===== config.mk =====
export PLATFORM = sky130hd
export DESIGN_NAME = mspe
export DESIGN_NICKNAME = d
export VERILOG_FILES = /design/src/source/mspe_pkg.sv /design/src/source/mspe_prog_loader.sv /design/src/source/mspe_tuple_dispatch.sv /design/src/source/mspe_core.sv /design/src/source/mspe_result_collect.sv /design/src/source/mspe.sv
export SDC_FILE = /design/constraint.sdc
export NUM_CORES = 2
export LEC_CHECK = 0
export BUFFER_PORTS_ARGS = -buffer_cell sky130_fd_sc_hd__buf_4
export CAP_MARGIN = 20
export CORE_MARGIN = 2
export CORE_UTILIZATION = 40
export CTS_BUF_LIST = sky130_fd_sc_hd__clkbuf_8
export DETAILED_ROUTE_END_ITERATION = 10
export PLACE_DENSITY_LB_ADDON = 0.12
export SLEW_MARGIN = 20
export SYNTH_ARGS = -nofsm -noshare
export SYNTH_HDL_FRONTEND = slang
export SYNTH_HIERARCHICAL = 1
export SYNTH_SLANG_ARGS = --single-unit
export TNS_END_PERCENT = 10

===== constraint.sdc =====
create_clock -name clk -period 37.8 [get_ports clk]
set_clock_uncertainty 0.2 [all_clocks]
set_input_delay 5.67 -clock clk [delete_from_list [all_inputs] [get_ports clk]]
set_output_delay 5.67 -clock clk [all_outputs]
set_load 0.005 [all_outputs]

===== src/source/mspe_pkg.sv =====
`default_nettype none

package mspe_pkg;

    localparam int NUM_CORES       = 4;
    localparam int LINE_W          = 512;
    localparam int INSN_W          = 32;
    localparam int PROG_DEPTH      = 16;
    localparam int TUPLE_W         = 64;
    localparam int TUPLES_PER_LINE = 8;
    localparam int TUPLES_PER_CORE = 2;
    localparam int DATA_W          = 32;
    localparam int NUM_REGS        = 4;

    localparam int PC_W   = $clog2(PROG_DEPTH);
    localparam int BEAT_W = $clog2(TUPLES_PER_LINE);
    localparam int CORE_W = $clog2(NUM_CORES);
    localparam int REG_W  = $clog2(NUM_REGS);
    localparam int OPC_W  = 4;
    localparam int IMM_W  = 16;

    localparam logic [63:0] PROG_ADDR = 64'h0000_0000_0000_1000;

    localparam logic [OPC_W-1:0] OP_NOP  = 4'd0;
    localparam logic [OPC_W-1:0] OP_ADD  = 4'd1;
    localparam logic [OPC_W-1:0] OP_SUB  = 4'd2;
    localparam logic [OPC_W-1:0] OP_ADDI = 4'd3;
    localparam logic [OPC_W-1:0] OP_EMIT = 4'd4;
    localparam logic [OPC_W-1:0] OP_HALT = 4'd5;

    // Register form carries a second source register
    typedef struct packed {
        logic [OPC_W-1:0] opcode;
        logic [REG_W-1:0] rd;
        logic [REG_W-1:0] rs;
        logic [23:0]      unused;
    } insn_reg_t;

    // Immediate form carries a 16-bit signed constant in the low half
    typedef struct packed {
        logic [OPC_W-1:0] opcode;
        logic [REG_W-1:0] rd;
        logic [9:0]       unused;
        logic [IMM_W-1:0] imm;
    } insn_imm_t;

    typedef union packed {
        insn_reg_t r;
        insn_imm_t i;
    } insn_t;

endpackage

`default_nettype wire


===== src/source/mspe_prog_loader.sv =====
`timescale 1ns/1ps
`default_nettype none

module mspe_prog_loader (
    input  wire logic                             clk,
    input  wire logic                             rst_n,
    input  wire logic                             all_core_reset,
    input  wire logic                             m0_waitrequest,
    input  wire logic [mspe_pkg::LINE_W-1:0]      m0_readdata,
    input  wire logic                             m0_readdatavalid,
    output logic      [63:0]                      m0_address,
    output logic                                  m0_read,
    output logic                                  prog_we,
    output logic      [mspe_pkg::LINE_W-1:0]      prog_line,
    output logic                                  prog_ready
);

    typedef enum logic [1:0] {
        ST_REQ,
        ST_WAIT,
        ST_LOADED
    } state_t;

    state_t state;

    assign m0_address = mspe_pkg::PROG_ADDR;

    always_ff @(posedge clk or negedge rst_n) begin
        if (!rst_n) begin
            state      <= ST_REQ;
            m0_read    <= 1'b0;
            prog_we    <= 1'b0;
            prog_ready <= 1'b0;
        end else if (all_core_reset) begin
            state      <= ST_REQ;
            m0_read    <= 1'b0;
            prog_we    <= 1'b0;
            prog_ready <= 1'b0;
        end else begin
            prog_we <= 1'b0;
            case (state)
                ST_REQ: begin
                    if (!m0_read) begin
                        m0_read <= 1'b1;
                    end else if (!m0_waitrequest) begin
                        m0_read <= 1'b0; // Request accepted this cycle
                        state   <= ST_WAIT;
                    end
                end
                ST_WAIT: begin
                    if (m0_readdatavalid) begin
                        prog_we    <= 1'b1;
                        prog_ready <= 1'b1;
                        state      <= ST_LOADED;
                    end
                end
                default: begin
                    state <= ST_LOADED;
                end
            endcase
        end
    end

    always_ff @(posedge clk) begin
        if (state == ST_WAIT && m0_readdatavalid) begin
            prog_line <= m0_readdata;
        end
    end

endmodule

`default_nettype wire


===== src/source/mspe_tuple_dispatch.sv =====
`timescale 1ns/1ps
`default_nettype none

module mspe_tuple_dispatch (
    input  wire logic                                                   clk,
    input  wire logic                                                   rst_n,
    input  wire logic                                                   all_core_reset,
    input  wire logic                                                   prog_ready,
    input  wire logic                                                   recv_fifo_valid,
    input  wire logic [mspe_pkg::LINE_W-1:0]                            recv_fifo_q,
    input  wire logic                                                   frame_sent,
    output logic                                                        recv_fifo_rdreq,
    output logic      [mspe_pkg::NUM_CORES-1:0]                         core_start,
    output logic      [mspe_pkg::NUM_CORES-1:0][mspe_pkg::TUPLE_W-1:0] core_tuple_a,
    output logic      [mspe_pkg::NUM_CORES-1:0][mspe_pkg::TUPLE_W-1:0] core_tuple_b
);

    logic in_flight;
    logic fire;

    // Only one line is worked on at a time
    assign fire = prog_ready && recv_fifo_valid && !in_flight;

    always_ff @(posedge clk or negedge rst_n) begin
        if (!rst_n) begin
            in_flight       <= 1'b0;
            recv_fifo_rdreq <= 1'b0;
            core_start      <= '0;
        end else if (all_core_reset) begin
            in_flight       <= 1'b0;
            recv_fifo_rdreq <= 1'b0;
            core_start      <= '0;
        end else begin
            recv_fifo_rdreq <= fire;
            core_start      <= {mspe_pkg::NUM_CORES{fire}};
            if (fire) begin
                in_flight <= 1'b1;
            end else if (frame_sent) begin
                in_flight <= 1'b0;
            end
        end
    end

    // Tuple c goes to core c as tuple a, tuple c+NUM_CORES as tuple b
    always_ff @(posedge clk) begin
        if (fire) begin
            for (int c = 0; c < mspe_pkg::NUM_CORES; c++) begin
                core_tuple_a[c] <= recv_fifo_q[c*mspe_pkg::TUPLE_W +: mspe_pkg::TUPLE_W];
                core_tuple_b[c] <= recv_fifo_q[(c+mspe_pkg::NUM_CORES)*mspe_pkg::TUPLE_W
                                               +: mspe_pkg::TUPLE_W];
            end
        end
    end

endmodule

`default_nettype wire


===== src/source/mspe_core.sv =====
`timescale 1ns/1ps
`default_nettype none

module mspe_core (
    input  wire logic                           clk,
    input  wire logic                           rst_n,
    input  wire logic                           all_core_reset,
    input  wire logic                           prog_we,
    input  wire logic [mspe_pkg::LINE_W-1:0]    prog_line,
    input  wire logic                           start,
    input  wire logic [mspe_pkg::TUPLE_W-1:0]   tuple_a,
    input  wire logic [mspe_pkg::TUPLE_W-1:0]   tuple_b,
    output logic                                done,
    output logic      [mspe_pkg::DATA_W-1:0]    result_a,
    output logic      [mspe_pkg::DATA_W-1:0]    result_b,
    output logic                                busy
);

    logic [mspe_pkg::INSN_W-1:0] prog_mem [mspe_pkg::PROG_DEPTH];
    logic [mspe_pkg::DATA_W-1:0] regs [mspe_pkg::NUM_REGS];
    logic [mspe_pkg::DATA_W-1:0] result;
    logic [mspe_pkg::PC_W-1:0]   pc;
    logic                        sel_b;
    logic                        running;

    mspe_pkg::insn_t             insn;
    logic [mspe_pkg::DATA_W-1:0] rd_val;
    logic [mspe_pkg::DATA_W-1:0] rs_val;
    logic [mspe_pkg::DATA_W-1:0] imm_ext;
    logic [mspe_pkg::DATA_W-1:0] result_next;
    logic                        last;

    assign insn    = prog_mem[pc];
    assign rd_val  = regs[insn.r.rd];
    assign rs_val  = regs[insn.r.rs];
    assign imm_ext = {{(mspe_pkg::DATA_W-mspe_pkg::IMM_W){insn.i.imm[mspe_pkg::IMM_W-1]}},
                      insn.i.imm};

    // The current instruction may itself be the EMIT that ends the tuple
    assign result_next = (insn.r.opcode == mspe_pkg::OP_EMIT) ? rd_val : result;
    assign last        = (insn.r.opcode == mspe_pkg::OP_HALT) ||
                         (pc == mspe_pkg::PC_W'(mspe_pkg::PROG_DEPTH - 1));
    assign busy        = running;

    always_ff @(posedge clk) begin
        if (prog_we) begin
            for (int i = 0; i < mspe_pkg::PROG_DEPTH; i++) begin
                prog_mem[i] <= prog_line[i*mspe_pkg::INSN_W +: mspe_pkg::INSN_W];
            end
        end
    end

    always_ff @(posedge clk or negedge rst_n) begin
        if (!rst_n) begin
            running <= 1'b0;
            done    <= 1'b0;
            sel_b   <= 1'b0;
            pc      <= '0;
        end else if (all_core_reset) begin
            running <= 1'b0;
            done    <= 1'b0;
            sel_b   <= 1'b0;
            pc      <= '0;
        end else if (start) begin
            running <= 1'b1;
            done    <= 1'b0;
            sel_b   <= 1'b0;
            pc      <= '0;
        end else if (running) begin
            if (!last) begin
                pc <= pc + 1'b1;
            end else if (!sel_b) begin
                sel_b <= 1'b1; // Move on to tuple b
                pc    <= '0;
            end else begin
                running <= 1'b0;
                done    <= 1'b1;
            end
        end
    end

    always_ff @(posedge clk) begin
        if (start) begin
            regs[0] <= tuple_a[mspe_pkg::DATA_W-1:0];
            regs[1] <= tuple_a[mspe_pkg::TUPLE_W-1:mspe_pkg::DATA_W];
            regs[2] <= '0;
            regs[3] <= '0;
            result  <= '0;
        end else if (running) begin
            case (insn.r.opcode)
                mspe_pkg::OP_ADD:  regs[insn.r.rd] <= rd_val + rs_val;
                mspe_pkg::OP_SUB:  regs[insn.r.rd] <= rd_val - rs_val;
                mspe_pkg::OP_ADDI: regs[insn.i.rd] <= rd_val + imm_ext;
                default: ;
            endcase
            result <= result_next;
            if (last) begin
                if (sel_b) begin
                    result_b <= result_next;
                end else begin
                    result_a <= result_next;
                    regs[0]  <= tuple_b[mspe_pkg::DATA_W-1:0]; // Fresh state for tuple b
                    regs[1]  <= tuple_b[mspe_pkg::TUPLE_W-1:mspe_pkg::DATA_W];
                    regs[2]  <= '0;
                    regs[3]  <= '0;
                    result   <= '0;
                end
            end
        end
    end

endmodule

`default_nettype wire


===== src/source/mspe_result_collect.sv =====
`timescale 1ns/1ps
`default_nettype none

module mspe_result_collect (
    input  wire logic                                                  clk,
    input  wire logic                                                  rst_n,
    input  wire logic                                                  all_core_reset,
    input  wire logic                                                  recv_fifo_rdreq,
    input  wire logic [mspe_pkg::LINE_W-1:0]                           recv_fifo_q,
    input  wire logic [mspe_pkg::NUM_CORES-1:0]                        core_done,
    input  wire logic [mspe_pkg::NUM_CORES-1:0][mspe_pkg::DATA_W-1:0] core_result_a,
    input  wire logic [mspe_pkg::NUM_CORES-1:0][mspe_pkg::DATA_W-1:0] core_result_b,
    input  wire logic                                                  src_ready,
    output logic      [63:0]                                           src_data,
    output logic                                                       src_valid,
    output logic                                                       src_sop,
    output logic                                                       src_eop,
    output logic                                                       frame_sent
);

    logic [mspe_pkg::DATA_W-1:0] key_q [mspe_pkg::TUPLES_PER_LINE];
    logic [mspe_pkg::BEAT_W-1:0] beat;
    logic [mspe_pkg::CORE_W-1:0] core_sel;
    logic [mspe_pkg::DATA_W-1:0] beat_result;
    logic                        all_done;
    logic                        all_done_q;
    logic                        last_beat;

    assign all_done  = &core_done;
    assign last_beat = (beat == mspe_pkg::BEAT_W'(mspe_pkg::TUPLES_PER_LINE - 1));

    // Low beats come from slot a of each core, high beats from slot b
    assign core_sel    = beat[mspe_pkg::CORE_W-1:0];
    assign beat_result = beat[mspe_pkg::BEAT_W-1] ? core_result_b[core_sel]
                                                  : core_result_a[core_sel];

    assign src_data   = {key_q[beat], beat_result};
    assign src_sop    = src_valid && (beat == '0);
    assign src_eop    = src_valid && last_beat;
    assign frame_sent = src_valid && src_ready && last_beat;

    always_ff @(posedge clk) begin
        if (recv_fifo_rdreq) begin
            for (int k = 0; k < mspe_pkg::TUPLES_PER_LINE; k++) begin
                key_q[k] <= recv_fifo_q[k*mspe_pkg::TUPLE_W +: mspe_pkg::DATA_W];
            end
        end
    end

    always_ff @(posedge clk or negedge rst_n) begin
        if (!rst_n) begin
            src_valid  <= 1'b0;
            beat       <= '0;
            all_done_q <= 1'b0;
        end else if (all_core_reset) begin
            src_valid  <= 1'b0;
            beat       <= '0;
            all_done_q <= 1'b0;
        end else begin
            all_done_q <= all_done;
            if (all_done && !all_done_q) begin
                src_valid <= 1'b1; // Arm once per line
                beat      <= '0;
            end else if (src_valid && src_ready) begin
                if (last_beat) begin
                    src_valid <= 1'b0;
                    beat      <= '0;
                end else begin
                    beat <= beat + 1'b1;
                end
            end
        end
    end

endmodule

`default_nettype wire


===== src/source/mspe.sv =====
`timescale 1ns/1ps
`default_nettype none

module mspe (
    input  wire logic                             clk,
    input  wire logic                             rst_n,
    input  wire logic                             m0_waitrequest,
    input  wire logic [mspe_pkg::LINE_W-1:0]      m0_readdata,
    input  wire logic                             m0_readdatavalid,
    output logic      [63:0]                      m0_address,
    output logic                                  m0_read,
    input  wire logic                             recv_fifo_valid,
    input  wire logic [mspe_pkg::LINE_W-1:0]      recv_fifo_q,
    output logic                                  recv_fifo_rdreq,
    output logic      [63:0]                      src_data,
    output logic                                  src_valid,
    output logic                                  src_sop,
    output logic                                  src_eop,
    input  wire logic                             src_ready,
    output logic      [mspe_pkg::NUM_CORES-1:0]   core_status,
    input  wire logic                             all_core_reset
);

    logic                                                       prog_we;
    logic [mspe_pkg::LINE_W-1:0]                                prog_line;
    logic                                                       prog_ready;
    logic [mspe_pkg::NUM_CORES-1:0]                             core_start;
    logic [mspe_pkg::NUM_CORES-1:0][mspe_pkg::TUPLE_W-1:0]     core_tuple_a;
    logic [mspe_pkg::NUM_CORES-1:0][mspe_pkg::TUPLE_W-1:0]     core_tuple_b;
    logic [mspe_pkg::NUM_CORES-1:0]                             core_done;
    logic [mspe_pkg::NUM_CORES-1:0][mspe_pkg::DATA_W-1:0]      core_result_a;
    logic [mspe_pkg::NUM_CORES-1:0][mspe_pkg::DATA_W-1:0]      core_result_b;
    logic                                                       frame_sent;

    mspe_prog_loader loader_inst (
        .clk              (clk),
        .rst_n            (rst_n),
        .all_core_reset   (all_core_reset),
        .m0_waitrequest   (m0_waitrequest),
        .m0_readdata      (m0_readdata),
        .m0_readdatavalid (m0_readdatavalid),
        .m0_address       (m0_address),
        .m0_read          (m0_read),
        .prog_we          (prog_we),
        .prog_line        (prog_line),
        .prog_ready       (prog_ready)
    );

    mspe_tuple_dispatch dispatch_inst (
        .clk             (clk),
        .rst_n           (rst_n),
        .all_core_reset  (all_core_reset),
        .prog_ready      (prog_ready),
        .recv_fifo_valid (recv_fifo_valid),
        .recv_fifo_q     (recv_fifo_q),
        .frame_sent      (frame_sent),
        .recv_fifo_rdreq (recv_fifo_rdreq),
        .core_start      (core_start),
        .core_tuple_a    (core_tuple_a),
        .core_tuple_b    (core_tuple_b)
    );

    for (genvar c = 0; c < mspe_pkg::NUM_CORES; c++) begin : g_core
        mspe_core core_inst (
            .clk            (clk),
            .rst_n          (rst_n),
            .all_core_reset (all_core_reset),
            .prog_we        (prog_we),
            .prog_line      (prog_line),
            .start          (core_start[c]),
            .tuple_a        (core_tuple_a[c]),
            .tuple_b        (core_tuple_b[c]),
            .done           (core_done[c]),
            .result_a       (core_result_a[c]),
            .result_b       (core_result_b[c]),
            .busy           (core_status[c])
        );
    end

    mspe_result_collect collect_inst (
        .clk             (clk),
        .rst_n           (rst_n),
        .all_core_reset  (all_core_reset),
        .recv_fifo_rdreq (recv_fifo_rdreq),
        .recv_fifo_q     (recv_fifo_q),
        .core_done       (core_done),
        .core_result_a   (core_result_a),
        .core_result_b   (core_result_b),
        .src_ready       (src_ready),
        .src_data        (src_data),
        .src_valid       (src_valid),
        .src_sop         (src_sop),
        .src_eop         (src_eop),
        .frame_sent      (frame_sent)
    );

endmodule

`default_nettype wire


Yosys cells after proc, flatten, opt, wreduce, memory -nomap -nowiden:

Memories as Yosys holds them, arrays and structs flattened.
Index checks and enable logic that the tools add are counted.

* register bits after elaboration: 1452
* latch bits: 0
* bits in writable memories: 2816
* bits in read-only memories: 0
* input port bits: 1031
* output and inout port bits: 137
* word-level logic and storage cells: 627
* memories kept: 9

* add/sub/neg operators: 17
* multipliers: 0
* divide/modulo/power cells: 0
* magnitude comparators: 1
* eq/ne operators: 81
* shift operators: 0
* mux-type cells: 234
* bitwise gates (word level): 176
* reduce and logical (&&, ||, !) cells: 62

Memory list
* g_core[0].core_inst.prog_mem: words 16, width 32, read ports 1, clocked after Yosys merged registers in 0, wr ports 16, RTL line mspe_core.sv:19 `logic [mspe_pkg::INSN_W-1:0] prog_mem [mspe_pkg::PROG_DEPTH];`
* g_core[1].core_inst.prog_mem: words 16, width 32, read ports 1, clocked after Yosys merged registers in 0, wr ports 16, RTL line mspe_core.sv:19
* g_core[2].core_inst.prog_mem: words 16, width 32, read ports 1, clocked after Yosys merged registers in 0, wr ports 16, RTL line mspe_core.sv:19
* g_core[3].core_inst.prog_mem: words 16, width 32, read ports 1, clocked after Yosys merged registers in 0, wr ports 16, RTL line mspe_core.sv:19
* collect_inst.key_q: words 8, width 32, read ports 1, clocked after Yosys merged registers in 0, wr ports 8, RTL line mspe_result_collect.sv:21 `logic [mspe_pkg::DATA_W-1:0] key_q [mspe_pkg::TUPLES_PER_LINE];`
* g_core[0].core_inst.regs: words 4, width 32, read ports 2, clocked after Yosys merged registers in 0, wr ports 4, RTL line mspe_core.sv:20 `logic [mspe_pkg::DATA_W-1:0] regs [mspe_pkg::NUM_REGS];`
* +3 memories

Operators by type and width (number)
* $mux 32: 43
* $add 32x32->32: 8
* $mux 1: 155
* $bmux 32 s2: 2
* $reduce_or 32->1: 4
* $sub 32x32->32: 4
* $and 1x1->1: 96
* $eq 2x2->1 const B: 48
* $mux 4: 21
* $not 1->1: 56
* $reduce_bool 3->1: 15
* $reduce_and 4->1: 9
* $eq 4x2->1 const B: 8
* $eq 4x3->1 const B: 8
* $or 1x1->1: 24
* $reduce_and 2->1: 10
* $add 4x1->4 const B: 4
* $eq 4x1->1 const B: 4
* $eq 4x4->1 const B: 4
* $mux 2: 8
* $ne 4x4->1 const B: 4
* $reduce_and 3->1: 5
* $mux 3: 4
* $logic_and 1x1->1: 8
* other kinds (12): 19

Depth between registers and ports, before layout:

An unclocked memory read counts as a cell.

* word-level depth: 17
* mapped depth: 42
* mapped depth without buffers: 36

Hierarchy:

Netlist, hierarchy kept.

Modules (own cells, without submodules)
* mspe_core at g_core[3].core_inst: instances 1, cells each 2031, area each 29892.4 um2, seq. area each 18112.4 um2
* mspe_core at g_core[1].core_inst: instances 1, cells each 2082, area each 29749.8 um2, seq. area each 18112.4 um2
* mspe_core at g_core[0].core_inst: instances 1, cells each 2004, area each 29687.2 um2, seq. area each 18112.4 um2
* mspe_core at g_core[2].core_inst: instances 1, cells each 2176, area each 29603.4 um2, seq. area each 18112.4 um2
* mspe_prog_loader: instances 1, cells each 597, area each 16077.9 um2, seq. area each 15499.9 um2
* mspe_tuple_dispatch: instances 1, cells each 523, area each 15497.4 um2, seq. area each 15424.8 um2
* mspe_result_collect: instances 1, cells each 650, area each 11827.6 um2, seq. area each 7812.5 um2

Least setup slack after synthesis:

No wires, ideal clock.

* path type: reg-to-reg
* from: register loader_inst.prog_we
* to: memory g_core[0].core_inst/prog_mem[0][0] (netlist bit), enable pin
* library setup time: 1.939 ns
* data arrival time: 31.458 ns
* data required time: 35.661 ns
* setup slack: 4.203 ns
* cell stages (with the launch flop): 1
* clock period less this slack: 33.597 ns
* cells stage by stage: dfrtp_1

RTL lines
* from (decl): RTL line mspe_prog_loader.sv:13 `output logic prog_we,`
* from (signal assigned): RTL line mspe_prog_loader.sv:32 `prog_we <= 1'b0;`
* from (signal assigned): RTL line mspe_prog_loader.sv:37 `prog_we <= 1'b0;`
* from (signal assigned): RTL line mspe_prog_loader.sv:40 `prog_we <= 1'b0;`
* to (decl): RTL line mspe_core.sv:19

==> flow_summary.yaml <==
status:
  status: "finished clean"
route:
  wl_mm: 540
  vias: 96759
  wl_per_cell_um: 31.9
  wl_met1_mm: 221
  highest_layer: "met5"
  firstDrtPassIters: 6
  wl_met2_mm: 257
  drt-initial-drc-count: 10057
  wl_met3_mm: 37.4
  vias_per_cell: 5.71
  remaining_drc_errors: 0
  final_antenna_net_count: 0
setup_path:
  slowest_stage: "dfrtp_4"
  r2r_setup_slack_ps: 26580
  r2r-start: "g_core[0].core_inst/pc[0]"
  reg2reg_to: "g_core[0].core_inst/regs[0][28]"
  worstSetupEndpointType: "flop"
  path_delay_family: "compound AO/OA/AOI/OAI gates"
  ff2ff_path_depth: 36
  criticalPathCategory: "reg2reg"
  setup.worst_path.start_class: "flop"
  worst_path_largest_cell_delay_ps: 870
  path_max_fanout: 32
  path_buf_inv: 2
  critPathRequiredTime_ps: 38510
  crit_start: "g_core[0].core_inst/pc[0]"
  cp.arrival_ps: 11930
hold_path:
  hp-start: "g_core[1].core_inst/result[27]"
  hp-class: "reg2reg"
  hold_path_depth: 2
  holdPathEnd: "g_core[1].core_inst/result[27]"
timing:
  fmax_ghz: 0.0891
  final_hold_viol_count: 0
  worstMarginPinSlew_ps: 1360
  fin_setup_tns_ps: 0
  setup_ws_ps: 26580
  setup_viol: 0
  period_share_pct: 29.7
  rsz0062_at_grt: "no"
  drv_slew: 0
  min_period_ps: 11220
  slew_headroom_pct: 9.49
grt:
  antenna_found_initial: 59
  grt.total_usage_pct: 26.4
  grt-ovfl-total: 0
  grt_pass1_wl_mm: 743
  grt_pass1_vias: 97043
  grt_start_max_net_pins: 192
power_and_ir_drop:
  power_density_nw_per_um2: 44.8
  max-vdd-ir-drop_mv: 0.0356
  leakagePower_nw: 62.7
layout:
  fillCellCount: 34544
  nets: 12362
  syn2layout_area_growth_pct: 15.5
  layout-drive-gt1-share_pct: 26.8
synth:
  ys_warn_count: 6
  syn-cell-area_um2: 158000
  synth_cells: 9935
  avgSynthCellArea_um2: 16.0
clock_network:
  cts_buffers: 625
  cts_sinks: 3624
  insertion_delay_ps: 1250
  cts_tree: "done"
  ctsHoldBuffers: 0
  cts.htree.levels: 6
  ctsResizeCount: 0
  clockBufferDepth: 4
  clk_pin_slew_ps: 60
  ctsRootBufferMaster: "clkbuf_8"
  post_cts_buffers: 0
floorplan:
  die-height_um: 633
  dieWidth_um: 633
  ios: 1168
  coreArea_um2: 395000
  initial_core_util_pct: 40.1
  rows: 231
  dieArea_um2: 401000
place:
  place.gp.congestion: 0.937
  dp_hpwl_mm: 383
  place_ws_ps: 26810
  port_buffers: 975
flow_run:
  drv_cap: 0
-- worst max path at each step --
stage	endpoint	slack, ps	cells after the start
2_1_floorplan	g_core[0].core_inst/prog_mem[0][0]	4200	0
3_3_place_gp	g_core[0].core_inst/regs[0][28]	26790	36
3_5_place_dp	g_core[0].core_inst/regs[0][30]	26810	36
4_1_cts	g_core[0].core_inst/regs[0][28]	26740	36
5_1_grt	g_core[0].core_inst/regs[0][28]	26110	36
6_report	g_core[0].core_inst/regs[0][28]	26580	36
-- cell type report --
| type | instances | area, um^2 | share of cell area [%] |
|---|---|---|---|
| multi-input combinational | 5686 | 48200 | 26.3 |
| inverter | 85 | 338 | 0.185 |
| clock buffer | 648 | 8920 | 4.87 |
| timing repair buffer | 1158 | 8950 | 4.89 |
| sequential | 3624 | 107000 | 58.7 |
| tap | 5242 | 6560 | 3.58 |
| clock inverter | 477 | 2610 | 1.43 |
| antenna | 24 | 60.1 | 0.0328 |
-- through the flow --
step / utilization (%) / hold slack [ps] / cell area (um^2) / instances / power (mW)
detailed placement: 43.4 / 256 / 171000 / 15791 / 4.94
CTS: 46.3 / 264 / 183000 / 16916 / 8.30
finish: 46.3 / 263 / 183000 / 16944 / 8.20
floorplan: - / 234 / 159000 / 9997 / 4.79
global route: 46.3 / 288 / 183000 / 16928 / 8.49
global placement: 43.4 / 240 / 171000 / 15789 / 4.93
-- metal layers --
| metal | GRT usage, % | up-vias |
|---|---|---|
| li1 | - | 41518 |
| met1 | 35.1 | 50536 |
| met2 | 42.9 | 3919 |
| met3 | 4.63 | 766 |
| met4 | 10.7 | 20 |
| met5 | 0 | - |
-- worst register-to-register path, delay by kind of cell, from the launching register on --
kind                       cells  cell delay [ps]
AOI/OAI and AO/OA             21             5650
DFF                            1              870
and+or+nand+nor                6             1960
buffers and inverters          2              310
xor gates and xnor gates       3              720
adders and majority gates      2              670
muxes                          2              540
-- placed cells by master (no fill, tap or decap), drive strengths merged, types with 91 or more instances in the layout --
cell,instances
a211oi,113
a21oi,442
a31oi,91
buf,1158
clkbuf,648
clkinv,200
dfxtp,128
edfxtp,3456
ha,147
inv,323
mux2,239
mux2i,289
mux4,711
nand2,887
nand3,196
nor2,662
nor2b,157
nor3,128
o21ai,333
xnor2,192
xor2,154
-- state kept, by name (all words and copies together) (netlist names), 2 cells and up --
name,flops
collect_inst/key_q,256
collect_inst/beat,3
dispatch_inst/core_tuple_b,256
g_core.core_inst/regs,512
loader_inst/prog_line,384
g_core.core_inst/sel_b,4
g_core.core_inst/done,4
dispatch_inst/core_tuple_a,256
g_core.core_inst/pc,16
g_core.core_inst/result,128
g_core.core_inst/prog_mem,1536
loader_inst/state,2
g_core.core_inst/result_a,128
g_core.core_inst/result_b,128
g_core.core_inst/busy,4
-- power breakdown --
part	switching [mW]	internal, mW
registers	0.0293	4.44
clock network	1.65	1.70
logic	0.231	0.155
Note: power is estimated with default switching activity, not from simulation.
